===== config.mk =====
export PLATFORM = sky130hd
export DESIGN_NAME = data_memory
export DESIGN_NICKNAME = d
export VERILOG_FILES = /design/src/mips_pkg.sv /design/src/data_memory.sv
export SDC_FILE = /design/constraint.sdc
export NUM_CORES = 2
export LEC_CHECK = 0
export BUFFER_PORTS_ARGS = -buffer_cell sky130_fd_sc_hd__buf_2
export CAP_MARGIN = 20
export CORE_ASPECT_RATIO = 1.4
export CORE_MARGIN = 1
export CORE_UTILIZATION = 45
export CTS_CLUSTER_DIAMETER = 80
export DETAILED_ROUTE_END_ITERATION = 12
export HOLD_SLACK_MARGIN = 0.1
export PLACE_DENSITY = 0.66
export SLEW_MARGIN = 40
export SYNTH_ARGS = -nofsm -noshare
export SYNTH_HDL_FRONTEND = slang
export SYNTH_SLANG_ARGS = --single-unit

===== constraint.sdc =====
create_clock -name clk -period 4.35 [get_ports clk]
set_clock_uncertainty 0.05 [all_clocks]
set_input_delay 0 -clock clk [delete_from_list [all_inputs] [get_ports clk]]
set_output_delay 0 -clock clk [all_outputs]
set_load 0.1 [all_outputs]

===== src/mips_pkg.sv =====
package mips_pkg;

	typedef logic [31:0] word_t;      // Data word or byte address.
	typedef logic [4:0]  reg_addr_t;  // Register file index.
	typedef logic [5:0]  opcode_t;    // Instruction bits 31:26.
	typedef logic [5:0]  funct_t;     // R-type funct field, instruction bits 5:0.
	typedef logic [5:0]  imem_addr_t; // Word index into the instruction memory.

	// Operation class picked by the decoder, the ALU resolves ALU_FUNCT itself.
	typedef enum logic [3:0] {
		ALU_FUNCT = 4'd0, // Operation decided by the funct field.
		ALU_ADD   = 4'd1, // Addition, also used for load and store addresses.
		ALU_SUB   = 4'd2, // Subtraction, used by BEQ for the compare.
		ALU_AND   = 4'd3, // Bitwise and.
		ALU_OR    = 4'd4, // Bitwise or.
		ALU_XOR   = 4'd5  // Bitwise exclusive or.
	} alu_op_t;

	// Primary opcodes.
	localparam opcode_t OP_RTYPE    = 6'b000000; // Register-register arithmetic.
	localparam opcode_t OP_J        = 6'b000010; // Absolute jump within the 256 MB region.
	localparam opcode_t OP_BEQ      = 6'b000100; // Branch when both registers are equal.
	localparam opcode_t OP_ADDI     = 6'b001000; // Add sign-extended immediate.
	localparam opcode_t OP_ANDI     = 6'b001100; // And with sign-extended immediate.
	localparam opcode_t OP_ORI      = 6'b001101; // Or with sign-extended immediate.
	localparam opcode_t OP_XORI     = 6'b001110; // Xor with sign-extended immediate.
	localparam opcode_t OP_SPECIAL2 = 6'b011100; // MUL lives here.
	localparam opcode_t OP_LW       = 6'b100011; // Load word.
	localparam opcode_t OP_SW       = 6'b101011; // Store word.

	// Funct codes for R-type.
	localparam funct_t FN_ADD = 6'b100000; // rd = rs + rt.
	localparam funct_t FN_SUB = 6'b100010; // rd = rs - rt.
	localparam funct_t FN_AND = 6'b100100; // rd = rs & rt.
	localparam funct_t FN_OR  = 6'b100101; // rd = rs | rt.
	localparam funct_t FN_XOR = 6'b100110; // rd = rs ^ rt.
	localparam funct_t FN_SLT = 6'b101010; // Signed compare, rd = 1 when rs < rt.

	// Funct code under SPECIAL2.
	localparam funct_t FN_MUL = 6'b000010; // Low 32 bits of rs * rt.

	// Memory sizes in words.
	localparam int IMEM_DEPTH = 64; // Program space, pc bits 7:2.
	localparam int DMEM_DEPTH = 64; // Data space, address bits 7:2.

endpackage

===== src/data_memory.sv =====
`timescale 1ns/100ps

module data_memory (
	input  logic            clk,
	input  logic            we,
	input  mips_pkg::word_t addr,
	input  mips_pkg::word_t wdata,
	output mips_pkg::word_t rdata
);
	import mips_pkg::*;

	word_t mem [DMEM_DEPTH]; // Data storage.

	assign rdata = mem[addr[7:2]]; // Same-cycle load data.

	always_ff @(posedge clk)
	begin
		if (we)
			mem[addr[7:2]] <= wdata; // Store completes at the closing edge.
	end

	// Stores are whole, aligned words inside the array.
	assert property (@(posedge clk)
		we |-> (addr[1:0] == 2'b00) && (addr < word_t'(DMEM_DEPTH * 4)))
		else $error("data_memory: bad store address %h", addr);

endmodule


==> metrics <==
Synth top area share=78.6%; critical path peak fanout=17; drt total wl=210 mm; max FFs per register=2048; DRT antenna net count=0; vias in the first global route=42027; IO buf count=71; Final #Nets=4500; Min Hold Slack=0.222 ns; GRT overflow=0; Critical Path RT=4.30 ns; Final min period=3.99 ns; Worst-Margin Slew=0.905 ns; first-pass GRT wire length=298 mm; Peak VDD IR=0.390 mV; DRC=0; total number of vias=42797; register area=0.0615 mm²; Syn Inst Count=4207; clock slew at reported path FFs=0.06 ns; Yosys top cell by area=edfxtp_1; RSZ-0062 raised after global routing=false; status=finished clean; Cell Area, Synth=0.0783 mm²; gr usage total=23.7%; CTS root buffer=clkbuf_16; row count=180; core area=0.172 mm²; Hold Path Class=input port to flop; DR iter-0 viols=4612; Synth warnings=0; Initial Utilization=45.4%; Avg Cell Area, Syn=18.6 µm²; crit path launch type=input port; count of cell types in the netlist=55; Filler Cells Inserted=13556; pin count of the biggest net entering global routing=78; Multi-input gate area=0.0161 mm²; EDFF count, synth=2048; CP peak stage delay=0.83 ns; post-route setup TNS=0 ns; GP Congestion=0.837; Inserted Clock Buffers=180; slowest CP cell=a2111oi_1; final hold vios=0; Leak=28.6 nW; antenna violations before repair=7; fraction of registers with async set/reset=0%; CTS tree=done; DRT Pass-1 Iters=5; pwr/cell area=449 mW/mm²; area of the die=0.176 mm²; wire per inst=30.6 µm; total of max-cap violations=0; Rel. slew slack=39.0%; design area=0.0894 mm²; ys flop type=edfxtp_1; period utilisation layout=91.7%; Area Growth Syn to Fin=14.1%; Clock Sinks=2048; ordered list of cells on the worst path=dlygate4sd3_1, buf_2, or3b_2, o221ai_1, a2111oi_1, nand4_1, buf_12; Boundary Pins=98; Final setup viols=0; DIE HEIGHT=496 µm; via density per instance=6.24; dpl hpwl=121 mm; #FFs+latches synth=2048; Pins Over Slew Limit=0; DIE WIDTH=355 µm; Post-Syn Nets=4273; Crit. End Element=output port; placed cells=6493; maximum clock insertion buffer count=3; Synth area leaders=edfxtp_1 (79%), mux2i_1 (3.3%), mux4_2 (2.8%); Placed Area=0.0833 mm²; final non-filler cell total=6860; CP Class=input port to output port; share of cells above drive strength 1=19.8%; FMAX=251 MHz; Critical Path AT=3.94 ns; H-tree depth=4; post-synthesis sequential area ratio=78.6%
-- worst max-delay path, delay by kind of cell --
kind / cells / cell delay (ns)
AOI/OAI and AO/OA: 2 / 1.16
buffers and inverters: 3 / 1.41
and+or+nand+nor: 2 / 1.33
-- cell usage after synthesis, drive strengths merged (2+ instances only) --
cell	count
edfxtp	2048
mux2i	259
a22oi	188
a221oi	175
clkbuf	169
mux2	147
nor2	145
buf	129
a21oi	121
mux4	96
o22ai	93
and3	85
o21ai	85
o22a	70
a22o	66
nand3	54
a31oi	43
nand2	28
nor3	22
nand2b	18
a211oi	17
a222oi	16
a2111oi	15
a221o	15
o2bb2ai	15
or4	15
nor4	14
or4b	14
nor2b	8
o221ai	6
and2	5
or3	4
nand4	3
and3b	2
inv	2
nand3b	2
o311ai	2
-- cell families after synthesis --
group / after synthesis / synth area share [%]
flip-flops: 2048 / 78.6
AO/OA/AOI/OAI: 933 / 8.73
multiplexers: 502 / 8.19
AND/OR/NAND/NOR: 424 / 2.83
buffers and inverters: 300 / 1.70
-- through the flow --
step	utilization, %	power, mW	worst slack [ns]
3_3_place_gp	48.2	24.8	0.0157
5_1_grt	51.9	41.1	0.320
4_1_cts	51.9	40.3	0.449
2_1_floorplan	-	23.7	1.06
6_report	51.9	40.2	0.360
3_5_place_dp	48.3	24.9	0.501
-- layout make-up --
type,instances,area share [%]
Sequential cell,2048,68.8
Multi-Input combinational cell,1859,18.0
Clock buffer,201,5.18
Timing Repair Buffer,343,3.52
Tap cell,2275,3.19
Clock inverter,130,1.24
Inverter,2,0.0168
Antenna cell,2,0.00560
-- what timing repair did --
action | 4_1_cts | 5_1_grt
hold buffers | 34 | 0
endpoints found under the hold margin | 2244 | 0
gates resized for setup | 0 | 0
buffers inserted | 0 | 0
-- where the power goes --
group	switching, mW	total [mW]	internal (mW)
logic	1.86	2.61	0.746
registers	0.0290	21.9	21.8
clock network	7.01	15.7	8.67
-- cell usage in the layout (no fill, tap or decap), types with 77 or more instances in the layout --
cell type / Yosys / routed
clkbuf_16: 0 / 182
a21oi_1: 121 / 121
nor2_1: 145 / 77
buf_4: 8 / 205
mux4_2: 96 / 96
a221oi_1: 175 / 175
a22oi_1: 188 / 188
o22ai_1: 93 / 93
mux2_2: 147 / 147
mux2i_1: 259 / 259
edfxtp_1: 2048 / 2048
o21ai_0: 84 / 84
and3_1: 85 / 85
-- metal layers --
layer  global-route usage (%)  vias to the layer above  wire length [µm]
met5                        0                        -                24
met4                     12.1                        4             10900
li1                         -                    17979                 -
met2                     40.6                     2017            106000
met3                     2.99                      411             14700
met1                     29.5                    22386             77500
-- final timing paths --
kind      start          end  slack, ns  cells past startpoint
min   wdata[24]  mem[38][24]       0.22                      2
max     addr[7]     rdata[0]       0.36                      7
Note: power is estimated with default switching activity, not from simulation.
