## src/mips_pkg.sv

```systemverilog
package mips_pkg;

	typedef logic [31:0] word_t;      // Data word or byte address.
	typedef logic [4:0]  reg_addr_t;  // Register file index.
	typedef logic [5:0]  opcode_t;    // Instruction bits 31:26.
	typedef logic [5:0]  funct_t;     // R-type funct field, instruction bits 5:0.
	typedef logic [5:0]  imem_addr_t; // Word index into the instruction memory.

	// Operation class picked by the decoder, the ALU resolves ALU_FUNCT itself.
	typedef enum logic [3:0] {
		ALU_FUNCT = 4'd0, // Operation decided by the funct field.
		ALU_ADD   = 4'd1, // Addition, also used for load and store addresses.
		ALU_SUB   = 4'd2, // Subtraction, used by BEQ for the compare.
		ALU_AND   = 4'd3, // Bitwise and.
		ALU_OR    = 4'd4, // Bitwise or.
		ALU_XOR   = 4'd5  // Bitwise exclusive or.
	} alu_op_t;

	// Primary opcodes.
	localparam opcode_t OP_RTYPE    = 6'b000000; // Register-register arithmetic.
	localparam opcode_t OP_J        = 6'b000010; // Absolute jump within the 256 MB region.
	localparam opcode_t OP_BEQ      = 6'b000100; // Branch when both registers are equal.
	localparam opcode_t OP_ADDI     = 6'b001000; // Add sign-extended immediate.
	localparam opcode_t OP_ANDI     = 6'b001100; // And with sign-extended immediate.
	localparam opcode_t OP_ORI      = 6'b001101; // Or with sign-extended immediate.
	localparam opcode_t OP_XORI     = 6'b001110; // Xor with sign-extended immediate.
	localparam opcode_t OP_SPECIAL2 = 6'b011100; // MUL lives here.
	localparam opcode_t OP_LW       = 6'b100011; // Load word.
	localparam opcode_t OP_SW       = 6'b101011; // Store word.

	// Funct codes for R-type.
	localparam funct_t FN_ADD = 6'b100000; // rd = rs + rt.
	localparam funct_t FN_SUB = 6'b100010; // rd = rs - rt.
	localparam funct_t FN_AND = 6'b100100; // rd = rs & rt.
	localparam funct_t FN_OR  = 6'b100101; // rd = rs | rt.
	localparam funct_t FN_XOR = 6'b100110; // rd = rs ^ rt.
	localparam funct_t FN_SLT = 6'b101010; // Signed compare, rd = 1 when rs < rt.

	// Funct code under SPECIAL2.
	localparam funct_t FN_MUL = 6'b000010; // Low 32 bits of rs * rt.

	// Memory sizes in words.
	localparam int IMEM_DEPTH = 64; // Program space, pc bits 7:2.
	localparam int DMEM_DEPTH = 64; // Data space, address bits 7:2.

endpackage
```

## src/alu.sv

```systemverilog
`timescale 1ns/100ps

module alu (
	input  mips_pkg::alu_op_t alu_op,
	input  mips_pkg::funct_t  funct,
	input  logic              special2,
	input  mips_pkg::word_t   a,
	input  mips_pkg::word_t   b,
	output mips_pkg::word_t   result,
	output logic              zero
);
	import mips_pkg::*;

	word_t funct_result; // Result of the funct-decoded operation.

	always_comb
	begin
		funct_result = '0; // Unknown funct codes give zero.
		if (special2)
		begin
			if (funct == FN_MUL)
				funct_result = a * b; // Low half of the product.
		end
		else
		begin
			case (funct)
				FN_ADD:
					funct_result = a + b;
				FN_SUB:
					funct_result = a - b;
				FN_AND:
					funct_result = a & b;
				FN_OR:
					funct_result = a | b;
				FN_XOR:
					funct_result = a ^ b;
				FN_SLT:
					funct_result = word_t'($signed(a) < $signed(b)); // Signed compare.
				default:
					funct_result = '0;
			endcase
		end
	end

	always_comb
	begin
		case (alu_op)
			ALU_FUNCT:
				result = funct_result; // R-type and SPECIAL2.
			ALU_ADD:
				result = a + b; // Immediates and addresses.
			ALU_SUB:
				result = a - b; // BEQ compare.
			ALU_AND:
				result = a & b;
			ALU_OR:
				result = a | b;
			ALU_XOR:
				result = a ^ b;
			default:
				result = '0;
		endcase
	end

	assign zero = (result == '0); // Drives the BEQ decision.

endmodule

```

## config.mk

```make
export PLATFORM = sky130hd
export DESIGN_NAME = alu
export DESIGN_NICKNAME = d
export VERILOG_FILES = /design/src/mips_pkg.sv /design/src/alu.sv
export SDC_FILE = /design/constraint.sdc
export NUM_CORES = 2
export LEC_CHECK = 0
export ABC_CLOCK_PERIOD_IN_PS = 12800
export BUFFER_PORTS_ARGS = -buffer_cell sky130_fd_sc_hd__buf_4
export CORE_MARGIN = 2
export CORE_UTILIZATION = 25
export DETAILED_ROUTE_END_ITERATION = 10
export PLACE_DENSITY = 0.35
export SLEW_MARGIN = 20
export SYNTH_ARGS = -nofsm -noshare
export SYNTH_HDL_FRONTEND = slang
export SYNTH_SLANG_ARGS = --single-unit
```

## constraint.sdc

```tcl
create_clock -name vclk -period 12.8
set_input_delay 1.28 -clock vclk [all_inputs]
set_output_delay 1.28 -clock vclk [all_outputs]
set_load 0.1 [all_outputs]
```

==> impl_metrics.env <==
export IMPL_viasPerCell=5.36
export IMPL_ant_nets=0
export IMPL_gp_congestion=0.933
export IMPL_startpoint_type="input port"
export IMPL_grt_overflow_total=0
export IMPL_worstPathArrival_ns=10.39
export IMPL_finalCriticalPeriod_ns=11.67
export IMPL_period_share_pct=91.2
export IMPL_die_area_mm2=0.0921
export IMPL_first_pass_iters=5
export IMPL_cts_resized=0
export IMPL_synth_area_per_cell_um2=7.80
export IMPL_std_cell_rows=109
export IMPL_die_h_um=303
export IMPL_maxCapViolCount=0
export IMPL_drc=0
export IMPL_routed_wl_mm=122
export IMPL_io_buffers=108
export IMPL_grt_max_degree=30
export IMPL_max_stage_delay_ns=0.68
export IMPL_coreArea_mm2=0.0886
export IMPL_grt_pass1_vias=23000
export IMPL_max_slew_margin_rel_pct=26.7
export IMPL_io_pins=108
export IMPL_fin_nets=3616
export IMPL_seq_cells=0
export IMPL_syn_instance_count=2876
export IMPL_crit_path_max_fanout=17
export IMPL_cp_data_required_time_ns=11.52
export IMPL_tns_ns=0
export IMPL_dr_first_iter_drc_count=2066
export IMPL_rsz0062_at_grt="false"
export IMPL_placed_cells=4075
export IMPL_path_class="input port to output pin"
export IMPL_hold_viol=0
export IMPL_antenna_found_initial=7
export IMPL_finalSetupViolations=0
export IMPL_crit_path_end_kind="output pin"
export IMPL_wire_per_inst_um=29.9
export IMPL_dp_final_hpwl_mm=98.2
export IMPL_synth_distinct_cells=100
export IMPL_postCtsSetupBuffers=0
export IMPL_drive_gt1_share_pct=8.21
export IMPL_start_util_pct=25.3
export IMPL_maxSlewViolCount=0
export IMPL_slowest_stage="or4b_2"
export IMPL_yosys_warnings=0
export IMPL_num_vias=21900
export IMPL_hp_class="input port to output pin"
export IMPL_nClkBuffers=0
export IMPL_seq_area_um2=0
export IMPL_nFillCells=9769
export IMPL_path_common_cell="fa_1"
export IMPL_grt_first_pass_wirelength_mm=174
export IMPL_fmaxAchievable_mhz=85.7
export IMPL_status="complete, no violations"
export IMPL_area_growth_pct=10.3
export IMPL_grtUsageTotal_pct=26.5
export IMPL_fin_cells=4078
export IMPL_yosysSeqAreaShare_pct=0
export IMPL_fp_dieW_um=303
export IMPL_cts_hold_buf=0
export IMPL_tightest_slew_ns=1.10
export IMPL_syn_nets=3580
export IMPL_hold_slack_ns=3.37
export IMPL_cp_top_family="adder cells"
export IMPL_netlist_area_mm2=0.0224
export IMPL_cp_num_buf_inv=7
[cells in the mapped netlist (all sizes together) (16+ instances only)]
master  count  area [um2]
o31ai      25         211
clkbuf    114         429
o211ai     24         180
a211oi     36         285
a221oi     30         263
nand2     295        1110
o221ai     18         158
nor2b      20         125
nand3      43         215
a21o       29         219
xor2       16         140
a21oi     109         549
inv       484        1820
fa        410        8210
nor2      412        1550
nor3       49         250
a31oi      28         175
ha        219        2740
o21ai      96         480
buf        36         169
xnor2      82         718
[per-stage QoR]
step	cell area, um2	utilization [%]	setup slack (ns)
floorplan	22400	-	0.513
global placement	24700	27.9	1.31
detailed placement	24700	27.9	1.27
CTS	24700	27.9	1.22
global route	24700	27.9	0.873
finish	24700	27.9	1.13
[placed cells by master, fill, tap and decap left out, types with 9 or more instances in the layout]
cell,instances
inv_1,476
ha_1,219
a221o_1,12
nand2_1,295
o21a_1,11
xor2_1,16
a221oi_1,30
mux2i_1,10
a211oi_1,33
o221ai_1,18
clkinv_1,14
o211ai_1,24
nand3_1,43
buf_4,184
o21ai_0,91
a21oi_1,108
a31oi_1,28
nor3b_1,9
xnor2_1,82
o31ai_1,21
nand2b_1,11
nor3_1,46
o21bai_1,12
a211o_1,11
nor2b_1,20
nor4_1,13
fa_1,410
a21o_1,28
a22oi_1,13
nor2_1,412
and2_1,12
and3_1,10
nand4_1,11
or3_1,14
[worst paths after layout]
kind	from	to	slack, ns	cells after the start
setup / recovery	b[6]	zero	1.13	26
hold / removal	alu_op[3]	result[2]	3.37	4
[per-layer routing]
metal | vias to the layer above | part of all wire (%) | GRT usage [%]
li1 | 9454 | - | -
met1 | 11500 | 46 | 37.7
met2 | 825 | 47 | 43.8
met3 | 127 | 5.3 | 2.03
met4 | 0 | 2.6 | 5.92
met5 | - | 0 | 0
[area by class of cell]
type                       instances  area, um2  area share (%)
tap                             1165       1460            5.89
antenna                            3       7.51          0.0303
multi-input combinational       2228      20000            80.9
inverter                         498       1870            7.56
timing repair buffer             184       1380            5.58
[kinds of logic (layout without fill, tap and decap cells)]
logic type / count (synthesis) / in the layout / synth area share, %
and+or+nand+nor: 947 / 947 / 18.6
buffers and inverters: 648 / 682 / 11.0
adders and majority gates: 629 / 629 / 48.8
AOI/OAI and AO/OA: 543 / 543 / 17.2
xor gates and xnor gates: 98 / 98 / 3.83
muxes: 11 / 11 / 0.497
other: 0 / 3 / 0
