<file path="config.mk">
export PLATFORM = sky130hd
export DESIGN_NAME = instr_memory
export DESIGN_NICKNAME = d
export VERILOG_FILES = /design/src/mips_pkg.sv /design/src/instr_memory.sv
export SDC_FILE = /design/constraint.sdc
export NUM_CORES = 2
export LEC_CHECK = 0
export BUFFER_PORTS_ARGS = -buffer_cell sky130_fd_sc_hd__clkbuf_2
export CELL_PAD_IN_SITES_DETAIL_PLACEMENT = 1
export CELL_PAD_IN_SITES_GLOBAL_PLACEMENT = 1
export CORE_UTILIZATION = 40
export DETAILED_ROUTE_END_ITERATION = 12
export GPL_TIMING_DRIVEN = 0
export PLACE_DENSITY = 0.56
export SETUP_SLACK_MARGIN = 0.15
export SLEW_MARGIN = 25
export SYNTH_ARGS = -nofsm -noshare
export SYNTH_HDL_FRONTEND = slang
export SYNTH_SLANG_ARGS = --single-unit
</file>
<file path="constraint.sdc">
create_clock -name clk -period 6.35 [get_ports clk]
set_input_delay 0.3175 -clock clk [delete_from_list [all_inputs] [get_ports clk]]
set_output_delay 0.3175 -clock clk [all_outputs]
set_load 0.01 [all_outputs]
</file>
<file path="src/mips_pkg.sv">
package mips_pkg;

	typedef logic [31:0] word_t;      // Data word or byte address.
	typedef logic [4:0]  reg_addr_t;  // Register file index.
	typedef logic [5:0]  opcode_t;    // Instruction bits 31:26.
	typedef logic [5:0]  funct_t;     // R-type funct field, instruction bits 5:0.
	typedef logic [5:0]  imem_addr_t; // Word index into the instruction memory.

	// Operation class picked by the decoder, the ALU resolves ALU_FUNCT itself.
	typedef enum logic [3:0] {
		ALU_FUNCT = 4'd0, // Operation decided by the funct field.
		ALU_ADD   = 4'd1, // Addition, also used for load and store addresses.
		ALU_SUB   = 4'd2, // Subtraction, used by BEQ for the compare.
		ALU_AND   = 4'd3, // Bitwise and.
		ALU_OR    = 4'd4, // Bitwise or.
		ALU_XOR   = 4'd5  // Bitwise exclusive or.
	} alu_op_t;

	// Primary opcodes.
	localparam opcode_t OP_RTYPE    = 6'b000000; // Register-register arithmetic.
	localparam opcode_t OP_J        = 6'b000010; // Absolute jump within the 256 MB region.
	localparam opcode_t OP_BEQ      = 6'b000100; // Branch when both registers are equal.
	localparam opcode_t OP_ADDI     = 6'b001000; // Add sign-extended immediate.
	localparam opcode_t OP_ANDI     = 6'b001100; // And with sign-extended immediate.
	localparam opcode_t OP_ORI      = 6'b001101; // Or with sign-extended immediate.
	localparam opcode_t OP_XORI     = 6'b001110; // Xor with sign-extended immediate.
	localparam opcode_t OP_SPECIAL2 = 6'b011100; // MUL lives here.
	localparam opcode_t OP_LW       = 6'b100011; // Load word.
	localparam opcode_t OP_SW       = 6'b101011; // Store word.

	// Funct codes for R-type.
	localparam funct_t FN_ADD = 6'b100000; // rd = rs + rt.
	localparam funct_t FN_SUB = 6'b100010; // rd = rs - rt.
	localparam funct_t FN_AND = 6'b100100; // rd = rs & rt.
	localparam funct_t FN_OR  = 6'b100101; // rd = rs | rt.
	localparam funct_t FN_XOR = 6'b100110; // rd = rs ^ rt.
	localparam funct_t FN_SLT = 6'b101010; // Signed compare, rd = 1 when rs < rt.

	// Funct code under SPECIAL2.
	localparam funct_t FN_MUL = 6'b000010; // Low 32 bits of rs * rt.

	// Memory sizes in words.
	localparam int IMEM_DEPTH = 64; // Program space, pc bits 7:2.
	localparam int DMEM_DEPTH = 64; // Data space, address bits 7:2.

endpackage
</file>
<file path="src/instr_memory.sv">
`timescale 1ns/100ps

module instr_memory (
	input  logic                 clk,
	input  logic                 we,
	input  mips_pkg::imem_addr_t waddr,
	input  mips_pkg::word_t      wdata,
	input  mips_pkg::word_t      pc,
	output mips_pkg::word_t      instr
);
	import mips_pkg::*;

	word_t mem [IMEM_DEPTH]; // Program storage.

	assign instr = mem[pc[7:2]]; // Fetch by word index.

	always_ff @(posedge clk)
	begin
		if (we)
			mem[waddr] <= wdata; // Program load port.
	end

endmodule

</file>
==> summary.txt <==
Place
  • Dpl hpwl: 175000 um
  • Placed cell area: ~0.086 mm^2
  • IO Port Bufs: a little under 70
  • Placer Congestion: roughly 0.82

Detailed routing
  • Drt pass-1 iters: 7
  • Via count: 38900
  • DRT antenna net count: 0
  • Detailed-route vias per instance: around 6.0
  • Routed WL: 257000 um
  • Drt wl/cell: roughly 40 um
  • 1st-iter DRT viols: a little under 5000
  • DRC viols: 0

Job
  • Max-cap violations: 0

Synth
  • Mapped Area: between 0.07 and 0.08 mm^2
  • Mapped Cells: 3292
  • Yosys warning count: 0
  • Ys async rst share: 0
  • Share of the synthesized area in the top cell type: 0.790
  • Seq cells post-synth: 2048
  • Synth area leader: edfxtp_1
  • Yosys cell types: 33
  • Post-Syn Area per Cell: about 24 um^2
  • Post-synth EDFFs: a little over 2000
  • Top cells by area, synth: edfxtp_1 (79%), mux4_2 (16%), mux2i_1 (1.2%)
  • Sequential area share after synthesis: 0.790
  • Ys flop type: edfxtp_1
  • Syn_nets: around 3400

Critical path
  • CP max stage cell: a21oi_1
  • CP arrival: 4.65 ns
  • Crit start category: input port
  • Crit. Startpoint: pc[2]
  • Max stage delay on crit path: ~0.9 ns
  • Crit Path Class: in -> out
  • Crit path max-delay family: compound AO/OA/AOI/OAI gates
  • Critical Path, Cell by Cell: buf_4 -> buf_4 -> buf_6 -> buf_6 -> buf_6 -> nand3b_1 -> o221ai_1 -> a21oi_1 -> a21oi_1 -> nor2_1 -> clkbuf_2
  • Critical Path RT: 6.03 ns
  • Crit-path most repeated cell: buf_6
  • Worst-path fanout max: 10
  • Crit end category: output pin
  • Crit path buffers/inverters: 6

GRT
  • Gr ovfl total: 0
  • Global-route wire length before repair: 345000 um
  • Pin count of the biggest net entering global routing: 65
  • Initial antenna violation count: 24
  • Vias in the first global route: about 39000
  • Tot GR Track Use: 0.263

Timing
  • Period minus WS final: just under 5 ns
  • Endpoints failing hold: 0
  • Setup Viol. Count Final: 0
  • Fin. max-slew vios: 0
  • Setup TNS Final: 0 ns
  • RSZ-0062 raised after global routing: false
  • Slew @ Worst Pin: between 1 and 1.5 ns
  • Max-slew headroom: 0.261
  • Tcrit/Tclk final: 0.783
  • Highest Clock Rate: 201 MHz

Hold path
  • Hold Startpoint: wdata[11]
  • Hold depth: 1
  • Hold Path Class: in -> reg
  • Worst hold endpoint: mem[48][11]$_DFFE_PP_

Clock tree
  • Root Buffer: clkbuf_16
  • Buffer count from post-CTS setup fixing: 0
  • CTS tree: done
  • CTS buffer count: 210
  • Bufs on Longest Clock Path: 3
  • Sink Count: 2048
  • Post-cts repair resize count: 0
  • CTS clk-pin slew, worst paths: about 0.06 ns
  • Hold_buf cts: 14
  • H-tree lvl count: 4

Die
  • Chip width: approximately 440 um
  • Row cnt: roughly 160
  • Starting Density: 0.404
  • Die height: about 440 um
  • Core Region: roughly 0.19 mm^2
  • Die Footprint: 0.196 mm^2
  • IO Pins: between 100 and 150

Outcome
  • Status: finished, final reports clean

Finish
  • Non-Filler Cell Area, Final: 0.0925 mm^2
  • Post-layout util: 0.479
  • Max FFs per register: about 2000
  • # nets final: between 3000 and 4000
  • Largest regs: mem (2048)
  • Fillers: roughly 17000
  • Biggest register: mem
  • Share of cells above drive strength 1: 0.322
  • Area Overhead vs Synth: 18.8%

Power
  • Total power draw: 29000 uW
  • Power per cell area: between 300 and 400 mW/mm^2
  • P_leak: slightly below 0.03 uW
  • Max rail drop VDD: 0.227 mV
power breakdown:
group	switching, uW	internal [uW]	leakage [uW]
logic	1150	559	0.00718
registers	20.3	15000	0.0184
clock network	5340	6950	0.00328
how the worst max path moves through the flow:
stage	slack [ns]	cells past startpoint	end
after floorplan	2.87	4	mem[48][0]$_DFFE_PP_
after global placement	-0.94	4	mem[48][14]$_DFFE_PP_
after detailed placement	1.54	10	instr[22]
after CTS	1.51	10	instr[22]
after global routing	1.40	10	instr[22]
final	1.38	11	instr[2]
area by class of cell:
class                           count  area, um^2  share of cell area
Clock inverter                    133        1260              0.0136
Antenna cell                        6        15.0            0.000162
Tap cell                         2526        3160              0.0342
Clock buffer                      252        5480              0.0592
Buffer                            182         932              0.0101
Sequential cell                  2048       61500               0.665
Timing Repair Buffer              245        4190              0.0453
Multi-Input combinational cell   1062       16000               0.173
cell usage after synthesis, drive strengths merged, types with 12 or more instances:
master     n
nand2     26
nor2b     15
nor2     137
clkbuf    74
mux4     544
a22oi     12
edfxtp  2048
a21oi     62
o22ai     84
o221ai    27
buf      108
mux2i     93
metal layers:
layer  GRT usage  share of wire  up-vias
met3      0.0488          0.076      379
met1       0.355           0.40    21600
met2       0.430           0.49     1745
met5           0        0.00017        -
met4      0.0905          0.036        8
li1            -              -    15200
kinds of logic after synthesis:
| kind of cell | synth area share |
|---|---|
| AO/OA/AOI/OAI | 0.0169 |
| flip-flops | 0.790 |
| buffers and inverters | 0.0114 |
| AND/OR/NAND/NOR | 0.0128 |
| multiplexers | 0.169 |
per-stage QoR:
| step | worst slack [ns] | std cells | hold WS (ns) |
|---|---|---|---|
| finish | 1.38 | 6454 | 0.0730 |
| global route | 1.40 | 6450 | 0.0566 |
| CTS | 1.51 | 6448 | 0.0283 |
| detailed placement | 1.54 | 6049 | 0.765 |
| global placement | -0.944 | 5887 | 1.36 |
| floorplan | 2.87 | 3292 | 0.416 |
cells in the final DEF (no fill, tap or decap), drive strengths merged, types with 8 or more instances in the layout:
cell | synthesis | routed
dlygate4sd3 | 0 | 14
a21oi | 62 | 62
buf | 108 | 270
nand2b | 8 | 8
nor2b | 15 | 15
a22oi | 12 | 12
bufinv | 0 | 20
mux4 | 544 | 544
o221ai | 27 | 27
nor2 | 137 | 137
a311oi | 8 | 8
o22ai | 84 | 84
clkbuf | 74 | 395
mux2i | 93 | 93
inv | 0 | 8
nand2 | 26 | 26
edfxtp | 2048 | 2048
clkinv | 0 | 98
Note: power is estimated with default switching activity, not from simulation.
