--- src/mips_pkg.sv ---
package mips_pkg;

	typedef logic [31:0] word_t;      // Data word or byte address.
	typedef logic [4:0]  reg_addr_t;  // Register file index.
	typedef logic [5:0]  opcode_t;    // Instruction bits 31:26.
	typedef logic [5:0]  funct_t;     // R-type funct field, instruction bits 5:0.
	typedef logic [5:0]  imem_addr_t; // Word index into the instruction memory.

	// Operation class picked by the decoder, the ALU resolves ALU_FUNCT itself.
	typedef enum logic [3:0] {
		ALU_FUNCT = 4'd0, // Operation decided by the funct field.
		ALU_ADD   = 4'd1, // Addition, also used for load and store addresses.
		ALU_SUB   = 4'd2, // Subtraction, used by BEQ for the compare.
		ALU_AND   = 4'd3, // Bitwise and.
		ALU_OR    = 4'd4, // Bitwise or.
		ALU_XOR   = 4'd5  // Bitwise exclusive or.
	} alu_op_t;

	// Primary opcodes.
	localparam opcode_t OP_RTYPE    = 6'b000000; // Register-register arithmetic.
	localparam opcode_t OP_J        = 6'b000010; // Absolute jump within the 256 MB region.
	localparam opcode_t OP_BEQ      = 6'b000100; // Branch when both registers are equal.
	localparam opcode_t OP_ADDI     = 6'b001000; // Add sign-extended immediate.
	localparam opcode_t OP_ANDI     = 6'b001100; // And with sign-extended immediate.
	localparam opcode_t OP_ORI      = 6'b001101; // Or with sign-extended immediate.
	localparam opcode_t OP_XORI     = 6'b001110; // Xor with sign-extended immediate.
	localparam opcode_t OP_SPECIAL2 = 6'b011100; // MUL lives here.
	localparam opcode_t OP_LW       = 6'b100011; // Load word.
	localparam opcode_t OP_SW       = 6'b101011; // Store word.

	// Funct codes for R-type.
	localparam funct_t FN_ADD = 6'b100000; // rd = rs + rt.
	localparam funct_t FN_SUB = 6'b100010; // rd = rs - rt.
	localparam funct_t FN_AND = 6'b100100; // rd = rs & rt.
	localparam funct_t FN_OR  = 6'b100101; // rd = rs | rt.
	localparam funct_t FN_XOR = 6'b100110; // rd = rs ^ rt.
	localparam funct_t FN_SLT = 6'b101010; // Signed compare, rd = 1 when rs < rt.

	// Funct code under SPECIAL2.
	localparam funct_t FN_MUL = 6'b000010; // Low 32 bits of rs * rt.

	// Memory sizes in words.
	localparam int IMEM_DEPTH = 64; // Program space, pc bits 7:2.
	localparam int DMEM_DEPTH = 64; // Data space, address bits 7:2.

endpackage
--- src/register_file.sv ---
`timescale 1ns/100ps

module register_file (
	input  logic                clk,
	input  logic                arst_n,
	input  logic                we,
	input  mips_pkg::reg_addr_t ra,
	input  mips_pkg::reg_addr_t rb,
	input  mips_pkg::reg_addr_t wa,
	input  mips_pkg::word_t     wd,
	output mips_pkg::word_t     rd_a,
	output mips_pkg::word_t     rd_b
);
	import mips_pkg::*;

	word_t regs [32]; // Architectural registers.

	always_ff @(posedge clk or negedge arst_n)
	begin
		if (!arst_n)
		begin
			for (int i = 0; i < 32; i++)
				regs[i] <= '0; // All registers start at zero.
		end
		else if (we && (wa != '0))
		begin
			regs[wa] <= wd; // Register 0 is never written.
		end
	end

	assign rd_a = regs[ra]; // Port A, feeds the ALU.
	assign rd_b = regs[rb]; // Port B, ALU or store data.

	// Register 0 must still read zero after any sequence of writes.
	assert property (@(posedge clk) disable iff (!arst_n) (ra == '0) |-> (rd_a == '0))
		else $error("register_file: register 0 reads nonzero");

endmodule

--- config.mk ---
export PLATFORM = sky130hd
export DESIGN_NAME = register_file
export DESIGN_NICKNAME = d
export VERILOG_FILES = /design/src/mips_pkg.sv /design/src/register_file.sv
export SDC_FILE = /design/constraint.sdc
export NUM_CORES = 2
export LEC_CHECK = 0
export BUFFER_PORTS_ARGS = -buffer_cell sky130_fd_sc_hd__buf_4
export CAP_MARGIN = 0
export CORE_AREA = 2 2 322 324
export CTS_BUF_LIST = sky130_fd_sc_hd__clkbuf_8
export DETAILED_ROUTE_END_ITERATION = 7
export DIE_AREA = 0 0 324 326
export HOLD_SLACK_MARGIN = 0.06
export PLACE_DENSITY_LB_ADDON = 0.2
export SLEW_MARGIN = 0
export SYNTH_ARGS = -nofsm -noshare
export SYNTH_HDL_FRONTEND = slang
export SYNTH_SLANG_ARGS = --single-unit
--- constraint.sdc ---
create_clock -name clk -period 2.2 [get_ports clk]
set_input_delay 0.33 -clock clk [delete_from_list [all_inputs] [get_ports clk]]
set_output_delay 0.33 -clock clk [all_outputs]
set_load 0.005 [all_outputs]
==> flow_summary.toml <==
[global_route]
grt_max_degree = 122
grt_pass1_vias = 41000
grt_pass1_wl_um = 262000
antenna_found_initial = 9
grt_overflow = 0
grtUsageTotal_pct = 33.0

[placed_design]
place_congestion = 0.844
dpl_cell_area_mm2 = 0.0608
port_buffers = 113
dpl.cell_count = 6016
post-place-ws_ns = -0.198
hpwl_um = 107000

[sta]
setup_ws_ns = -0.453
setup_viol = 64
worstMarginPinSlew_ns = 0.731
max-slew-margin-rel_pct = 51.2
finClkSkew_ns = 0
period_share_pct = 121
report.final.slew_viol_count = 0
period_needed_ns = 2.65
final_hold_viol_count = 0
grt_setup_unrepaired = "yes"
tns_ns = -20.29
max_freq_mhz = 377

[critical_path]
crit_chain = "mux2i_1 -> a22o_1 -> nor3_1 -> a31oi_1 -> nand3_1 -> buf_4"
startpoint_type = "register"
critPathRequiredTime_ns = 1.87
critPathBufInv = 1
cp_max_fo = 3
slowest_stage = "dfrtp_1"
max_stage_delay_ns = 0.39
criticalPathCategory = "reg2out"
crit_family = "compound AO/OA/AOI/OAI gates"
critical_path_arrival_ns = 2.32
cp-end-kind = "output port"

[drt]
avgRoutedWirePerCell_um = 27.2
dr.first_iter.drc_count = 3241
firstDrtPassIters = 5
drt-total-wl_um = 174000
vias = 40200
viasPerCell = 6.29
drc = 0
ant_nets = 0

[run]
max-cap-violations = 0

[clocking]
cts_sinks = 1024
clock_insertion_delay_worst_skew_ns = 0.85
cts_tree = "built"
clock_path_buffers = 3
clkTransAtPathRegs_ns = 0.06
cts-buffers-inserted = 173
htree_levels = 4
cts_root_buf = "clkbuf_8"

[yosys]
synth_cell_types = 28
syn-num-nets = 4651
synth-warning-count = 0
synth_area_leaders = "dfrtp_1 46%, mux2_2 19%, mux2i_1 18%"
netlist.area_leader.share_pct = 45.8
syn-instance-count = 4601
synth-main-ff-cell = "dfrtp_1"
synth_edf_count = 0
synth_common_cells = "1024 x dfrtp_1, 1024 x mux2i_1, 953 x mux2_2, 224 x clkbuf_1, 210 x nand2_1"
ys_seq_elements = 1024
synth-seq-area-share_pct = 45.8
synth_area_leader_cell = "dfrtp_1"
async_reset_ff_share_pct = 100
postSynthAreaPerCell_um2 = 12.2
syn-cell-area_mm2 = 0.0559

[final_layout]
regArea_mm2 = 0.0256
multiInputGateArea_mm2 = 0.0288
finish.instance_area_mm2 = 0.0660
largest_reg_flops = 1024
drive_above_1_share_pct = 38.1
fillCellCount = 7958
reg_top3 = "regs x1024"
final_nets = 4908
regMostFlops = "regs"
syn_to_final_growth_pct = 18.0
fin_cells = 6391

[outcome]
violations = "setup timing"
outcome = "finished, violations left"

[floorplanning]
die_area_mm2 = 0.106
ios = 114
start_util_pct = 54.5
rows = 118
core_mm2 = 0.103
die_w_um = 324
die_h_um = 326

[power_and_ir_drop]
p_per_area_mw_per_mm2 = 831
p_leak_nw = 31.6
p_total_mw = 54.8
irDropWorstVdd_v = 0.000662

[worst_hold_path]
hp-class = "in2reg"
[cell families (layout without fill, tap and decap cells)]
family | count (synthesis) | after routing | synth area share [%]
muxes | 2016 | 2016 | 38.3
AOI/OAI and AO/OA | 576 | 576 | 7.01
DFF | 1024 | 1024 | 45.8
buffers and inverters | 473 | 874 | 4.50
other | 0 | 9 | 0
and+or+nand+nor | 512 | 512 | 4.39
[report_power, final]
group	internal [mW]	leakage, nW	switching, mW
combinational	6.36	16.3	5.34
clock	9.91	2.11	7.98
sequential	22.4	13.1	2.78
total	38.7	31.6	16.1
[per-stage QoR]
step                      hold WS, ns  util (%)
after floorplan                0.0344         -
after global placement          0.213      59.2
after detailed placement        0.214      59.2
after CTS                       0.116      64.0
after global routing            0.166      64.3
final                           0.184      64.3
[layer usage]
metal	wire length, um	GRT usage [%]	vias up
met5	0	0	-
met4	6940	13.5	0
met3	11800	6.93	423
met2	80600	51.9	1450
met1	74600	44.4	20800
li1	-	-	17500
[final cells by class]
| cell class | instances | area share, % |
|---|---|---|
| diodes | 9 | 0.0341 |
| clock buffers | 220 | 4.59 |
| clock inverters | 99 | 0.974 |
| multi-input cells | 3104 | 43.6 |
| flip-flops and latches | 1024 | 38.8 |
| well taps | 1380 | 2.62 |
| repair buffers | 555 | 9.35 |
[layout by cell type (no fill, tap or decap), types with 18 or more instances in the layout]
cell type | netlist | layout
buf_12 | 0 | 135
a22oi_1 | 192 | 192
nand3_1 | 194 | 155
nor3_1 | 65 | 21
clkbuf_8 | 0 | 220
nor3_2 | 0 | 37
dfrtp_1 | 1024 | 1024
mux2i_1 | 1024 | 1024
a21oi_1 | 192 | 192
inv_1 | 0 | 59
buf_4 | 64 | 328
nand2_1 | 210 | 193
nand3_2 | 0 | 29
a31oi_2 | 0 | 25
a31oi_1 | 64 | 26
mux2_2 | 953 | 953
mux2_1 | 39 | 39
a22o_1 | 128 | 128
dlygate4sd3_1 | 0 | 34
clkinv_2 | 0 | 24
buf_6 | 48 | 55
nor2_4 | 16 | 18
[timing repair]
item / CTS / global route
buffers inserted: 10 / 11
endpoints found under the hold margin: 2016 / 0
hold buffers: 34 / 0
endpoints found under the setup margin: 64 / 64
pin swaps: 100 / 109
gates resized for setup: 161 / 45
gates cloned: 0 / 0
[final timing paths]
| path | startpoint | to | slack (ns) | cells after the start |
|---|---|---|---|---|
| setup / recovery | regs[815] | rd_a[15] | -0.45 | 6 |
| hold / removal | wa[2] | regs[393] | 0.18 | 5 |
| setup reg to reg | regs[869] | regs[869] | 1.17 | 3 |
| hold reg to reg | regs[1005] | regs[1005] | 0.40 | 0 |
| max in group asynchronous | arst_n | regs[786] | 1.26 | 3 |
| min in group asynchronous | arst_n | regs[171] | 0.24 | 3 |
[worst register-to-register path, delay by kind of cell (launching register included)]
| kind | cells | cell delay (ns) |
|---|---|---|
| flops | 1 | 0.40 |
| buf+inv | 2 | 0.26 |
| mux | 1 | 0.25 |
(Power assumes the default switching activity.)
