<file path="src/mips_pkg.sv">
package mips_pkg;

	typedef logic [31:0] word_t;      // Data word or byte address.
	typedef logic [4:0]  reg_addr_t;  // Register file index.
	typedef logic [5:0]  opcode_t;    // Instruction bits 31:26.
	typedef logic [5:0]  funct_t;     // R-type funct field, instruction bits 5:0.
	typedef logic [5:0]  imem_addr_t; // Word index into the instruction memory.

	// Operation class picked by the decoder, the ALU resolves ALU_FUNCT itself.
	typedef enum logic [3:0] {
		ALU_FUNCT = 4'd0, // Operation decided by the funct field.
		ALU_ADD   = 4'd1, // Addition, also used for load and store addresses.
		ALU_SUB   = 4'd2, // Subtraction, used by BEQ for the compare.
		ALU_AND   = 4'd3, // Bitwise and.
		ALU_OR    = 4'd4, // Bitwise or.
		ALU_XOR   = 4'd5  // Bitwise exclusive or.
	} alu_op_t;

	// Primary opcodes.
	localparam opcode_t OP_RTYPE    = 6'b000000; // Register-register arithmetic.
	localparam opcode_t OP_J        = 6'b000010; // Absolute jump within the 256 MB region.
	localparam opcode_t OP_BEQ      = 6'b000100; // Branch when both registers are equal.
	localparam opcode_t OP_ADDI     = 6'b001000; // Add sign-extended immediate.
	localparam opcode_t OP_ANDI     = 6'b001100; // And with sign-extended immediate.
	localparam opcode_t OP_ORI      = 6'b001101; // Or with sign-extended immediate.
	localparam opcode_t OP_XORI     = 6'b001110; // Xor with sign-extended immediate.
	localparam opcode_t OP_SPECIAL2 = 6'b011100; // MUL lives here.
	localparam opcode_t OP_LW       = 6'b100011; // Load word.
	localparam opcode_t OP_SW       = 6'b101011; // Store word.

	// Funct codes for R-type.
	localparam funct_t FN_ADD = 6'b100000; // rd = rs + rt.
	localparam funct_t FN_SUB = 6'b100010; // rd = rs - rt.
	localparam funct_t FN_AND = 6'b100100; // rd = rs & rt.
	localparam funct_t FN_OR  = 6'b100101; // rd = rs | rt.
	localparam funct_t FN_XOR = 6'b100110; // rd = rs ^ rt.
	localparam funct_t FN_SLT = 6'b101010; // Signed compare, rd = 1 when rs < rt.

	// Funct code under SPECIAL2.
	localparam funct_t FN_MUL = 6'b000010; // Low 32 bits of rs * rt.

	// Memory sizes in words.
	localparam int IMEM_DEPTH = 64; // Program space, pc bits 7:2.
	localparam int DMEM_DEPTH = 64; // Data space, address bits 7:2.

endpackage
</file>
<file path="src/ctrl_if.sv">
`timescale 1ns/100ps

interface ctrl_if;
	import mips_pkg::*;

	logic    reg_dst;    // Write to rd when set, to rt otherwise.
	logic    jump;       // Take the J target.
	logic    branch;     // BEQ, taken when the ALU result is zero.
	logic    mem_to_reg; // Write back load data instead of the ALU result.
	alu_op_t alu_op;     // Operation class for the ALU.
	logic    mem_write;  // Store to data memory.
	logic    alu_src;    // Second ALU operand is the immediate.
	logic    reg_write;  // Write the register file.

	// Decoder side.
	modport ctrl (
		output reg_dst,
		output jump,
		output branch,
		output mem_to_reg,
		output alu_op,
		output mem_write,
		output alu_src,
		output reg_write
	);

	// Datapath side.
	modport dp (
		input reg_dst,
		input jump,
		input branch,
		input mem_to_reg,
		input alu_op,
		input mem_write,
		input alu_src,
		input reg_write
	);

endinterface

</file>
<file path="src/control_unit.sv">
`timescale 1ns/100ps

module control_unit (
	input mips_pkg::opcode_t opcode,
	ctrl_if.ctrl             c
);
	import mips_pkg::*;

	always_comb
	begin
		// Everything off, unknown opcodes fall through as no-operations.
		c.reg_dst    = 1'b0;
		c.jump       = 1'b0;
		c.branch     = 1'b0;
		c.mem_to_reg = 1'b0;
		c.alu_op     = ALU_FUNCT;
		c.mem_write  = 1'b0;
		c.alu_src    = 1'b0;
		c.reg_write  = 1'b0;

		case (opcode)
			OP_ADDI:
			begin
				c.reg_write = 1'b1; // Result goes to rt.
				c.alu_op    = ALU_ADD;
				c.alu_src   = 1'b1; // Immediate operand.
			end
			OP_ANDI:
			begin
				c.reg_write = 1'b1;
				c.alu_op    = ALU_AND; // Immediate is sign extended, not zero extended.
				c.alu_src   = 1'b1;
			end
			OP_ORI:
			begin
				c.reg_write = 1'b1;
				c.alu_op    = ALU_OR;
				c.alu_src   = 1'b1;
			end
			OP_XORI:
			begin
				c.reg_write = 1'b1;
				c.alu_op    = ALU_XOR;
				c.alu_src   = 1'b1;
			end
			OP_RTYPE, OP_SPECIAL2:
			begin
				c.reg_write = 1'b1;
				c.reg_dst   = 1'b1; // Three-register form, write rd.
				c.alu_op    = ALU_FUNCT; // ALU looks at funct.
			end
			OP_SW:
			begin
				c.mem_write = 1'b1;
				c.alu_op    = ALU_ADD; // Base plus offset.
				c.alu_src   = 1'b1;
			end
			OP_LW:
			begin
				c.reg_write  = 1'b1;
				c.mem_to_reg = 1'b1; // Load data to rt.
				c.alu_op     = ALU_ADD;
				c.alu_src    = 1'b1;
			end
			OP_J:
				c.jump = 1'b1; // No ALU, no writes.
			OP_BEQ:
			begin
				c.branch = 1'b1;
				c.alu_op = ALU_SUB; // Zero result means equal.
			end
			default:
				c.jump = 1'b0;
		endcase
	end

	// At most one of the pc and memory side effects per instruction.
	always_comb
	begin
		assert ($onehot0({c.jump, c.branch, c.mem_write}))
			else $error("control_unit: jump, branch and mem_write overlap");
	end

endmodule

</file>
<file path="src/flat_wrapper.sv">
// flat-port wrapper written by rule: the top's interface ports become plain ports
module control_unit_flat import mips_pkg::*;
  (opcode, c_reg_dst, c_jump, c_branch, c_mem_to_reg, c_alu_op, c_mem_write, c_alu_src, c_reg_write);
  ctrl_if c_i ();
  input mips_pkg::opcode_t opcode;
  output wire logic [$bits(c_i.reg_dst)-1:0] c_reg_dst;
  output wire logic [$bits(c_i.jump)-1:0] c_jump;
  output wire logic [$bits(c_i.branch)-1:0] c_branch;
  output wire logic [$bits(c_i.mem_to_reg)-1:0] c_mem_to_reg;
  output wire logic [$bits(c_i.alu_op)-1:0] c_alu_op;
  output wire logic [$bits(c_i.mem_write)-1:0] c_mem_write;
  output wire logic [$bits(c_i.alu_src)-1:0] c_alu_src;
  output wire logic [$bits(c_i.reg_write)-1:0] c_reg_write;
  assign c_reg_dst = c_i.reg_dst;
  assign c_jump = c_i.jump;
  assign c_branch = c_i.branch;
  assign c_mem_to_reg = c_i.mem_to_reg;
  assign c_alu_op = c_i.alu_op;
  assign c_mem_write = c_i.mem_write;
  assign c_alu_src = c_i.alu_src;
  assign c_reg_write = c_i.reg_write;
  control_unit u_core (.opcode(opcode), .c(c_i));
endmodule
</file>
<file path="config.mk">
export PLATFORM = sky130hd
export DESIGN_NAME = control_unit_flat
export DESIGN_NICKNAME = d
export VERILOG_FILES = /design/src/mips_pkg.sv /design/src/ctrl_if.sv /design/src/control_unit.sv /design/src/flat_wrapper.sv
export SDC_FILE = /design/constraint.sdc
export NUM_CORES = 1
export LEC_CHECK = 0
export BUFFER_PORTS_ARGS = -buffer_cell sky130_fd_sc_hd__buf_2
export CAP_MARGIN = 25
export CORE_AREA = 2 2 39 41
export DETAILED_ROUTE_END_ITERATION = 12
export DIE_AREA = 0 0 41 43
export GPL_TIMING_DRIVEN = 1
export PLACE_DENSITY = 0.42
export SYNTH_ARGS = -nofsm -noshare
export SYNTH_HDL_FRONTEND = slang
export SYNTH_SLANG_ARGS = --single-unit
</file>
<file path="constraint.sdc">
create_clock -name vclk -period 2.6
set_input_delay 0.26 -clock vclk [all_inputs]
set_output_delay 0.26 -clock vclk [all_outputs]
set_load 0.02 [all_outputs]
</file>
==> metrics <==
Post-Layout Cell Count=63; Buf/Inv on CP=2; initial antenna violation count=0; cell mode on critical path=buf_2; P per Cell Area=138 nW/um2; Routed Wire Length=618 um; count of cell types in the netlist=22; family with the most delay on the worst path=simple AND/OR/NAND/NOR gates; CP cell instances=buf_2 > or3_1 > a2111oi_2 > buf_2; vias per cell=4.48; DP HPWL=500 um; Post-CTS Setup Bufs=0; Hold Crit Depth=3; post_cts resized=0; register area share after synthesis=0%; Syn Nets=42; number of global-route vias before repair=211; crit path max fanout=8; n_diodes=0; core area=1380 um2; Synth Cell Area=215 um2; Pleak=0.143 nW; Area growth syn-to-layout=31.4%; slowest stage delay, CP=0.38 ns; Final Cycle Share=61.8%; 1st-iter DRT viols=2; commonest non-fill, non-tap cell in the layout=buf_2; crit end category=primary output; Total Negative Setup Slacks=0 ns; worst setup path class=input pin to primary output; GPL Wtd Cong=0.683; RSZ-0062 raised after global routing=false; share of cells above drive strength 1=36.2%; DIE HEIGHT=43 um; sequential cell count=0; post-route minimum period=1.61 ns; Pins Over Slew Limit=0; initial core utilization=15.6%; Die X=41 um; Max Fclk=623 MHz; final net count=55; sequential cell area=0 um2; Crit. path cell count=4; largest net degree at the start of global routing=11; I/O Buffers=16; HP Class=input pin to primary output; Slowest-stage cell, CP=or3_1; Final ANT Viol Nets=0; Cells after DPL=63; hold endpoint=c_alu_src; highest-count cells in the layout ignoring fill and taps=buf_2 (16), nor2_1 (4), nand2_1 (4); First-pass DRT Iterations=2; status=finished, final reports clean; residual DRC count=0; die area=1760 um2; WL per Instance=9.81 um; CLK BUF=0; Syn Area/Cell=5.98 um2; Setup WS post-layout=0.994 ns; worst slack at placement=0.989 ns; Global Route Usage Sum=6.89%; Max-Cap Viols=0; count of final setup violators=0; Rows=14; worst hold path startpoint=opcode[4]; Fin. Hold Viols=0; IO Count=17; Data required, critical path=2.34 ns; CTS hold repair buffers=0; grt total ovfl=0; Syn. warnings=0; Total Power=0.0000390 W; cells after synthesis=36; via count=282; first-pass GRT wire length=938 um; critical path startpoint category=input pin; crit path DAT=1.35 ns; VDD IR max=53.7 uV
## Yosys cell counts (all sizes together)
cell	n	area (um2)
a2111oi	1	15.0
nor3	2	10.0
and4b	1	10.0
o21a	1	7.51
buf	4	28.8
conb	1	3.75
nor2	4	15.0
or3	1	6.26
clkbuf	1	3.75
nand3	3	15.0
o22ai	1	6.26
and3	1	6.26
a21oi	3	15.0
nor4	2	12.5
xnor2	1	8.76
nand2	4	15.0
or3b	1	8.76
nor2b	2	12.5
a211o	1	8.76
nand2b	1	6.26
## report_power, final
part           internal (W)  switching (W)
registers                 0              0
logic             0.0000139      0.0000251
clock network             0              0
## worst max path at each step
stage                         start        end  slack, ns
final                     opcode[4]  c_reg_dst       0.99
after global routing      opcode[1]  c_alu_src       0.92
after CTS                 opcode[4]  c_reg_dst       0.98
after detailed placement  opcode[4]  c_reg_dst       0.99
after global placement    opcode[4]  c_reg_dst       1.00
after floorplan           opcode[4]  c_reg_dst       0.96
## final cells by class
cell class         count  area, um2
well taps             16       20.0
repair buffers        16       80.1
multi-input cells     31        183
fillers              170       1100
## per-stage QoR
| step | cell area [um2] | hold WS [ns] | util (%) |
|---|---|---|---|
| floorplan | 215 | 0.578 | - |
| global placement | 283 | 0.883 | 20.4 |
| detailed placement | 283 | 0.883 | 20.4 |
| CTS | 283 | 0.883 | 20.4 |
| global route | 283 | 0.908 | 20.4 |
| finish | 283 | 0.880 | 20.4 |
## cell families (layout without fill, tap and decap cells)
family / after synthesis / after routing / share of synthesized area (%)
compound gates: 7 / 7 / 24.4
xor+xnor: 1 / 1 / 4.07
buf+inv: 5 / 16 / 15.1
other cells: 1 / 1 / 1.74
simple gates: 22 / 22 / 54.6
## layer usage
metal | global-route usage (%) | part of all wire, % | vias to the layer above
met5 | 0 | 0 | -
met4 | 0 | 0 | 0
met3 | 0 | 7.4 | 0
met2 | 10.3 | 45 | 9
met1 | 11.4 | 47 | 120
li1 | - | - | 153
No activity file was read; power rests on OpenSTA's default activity.
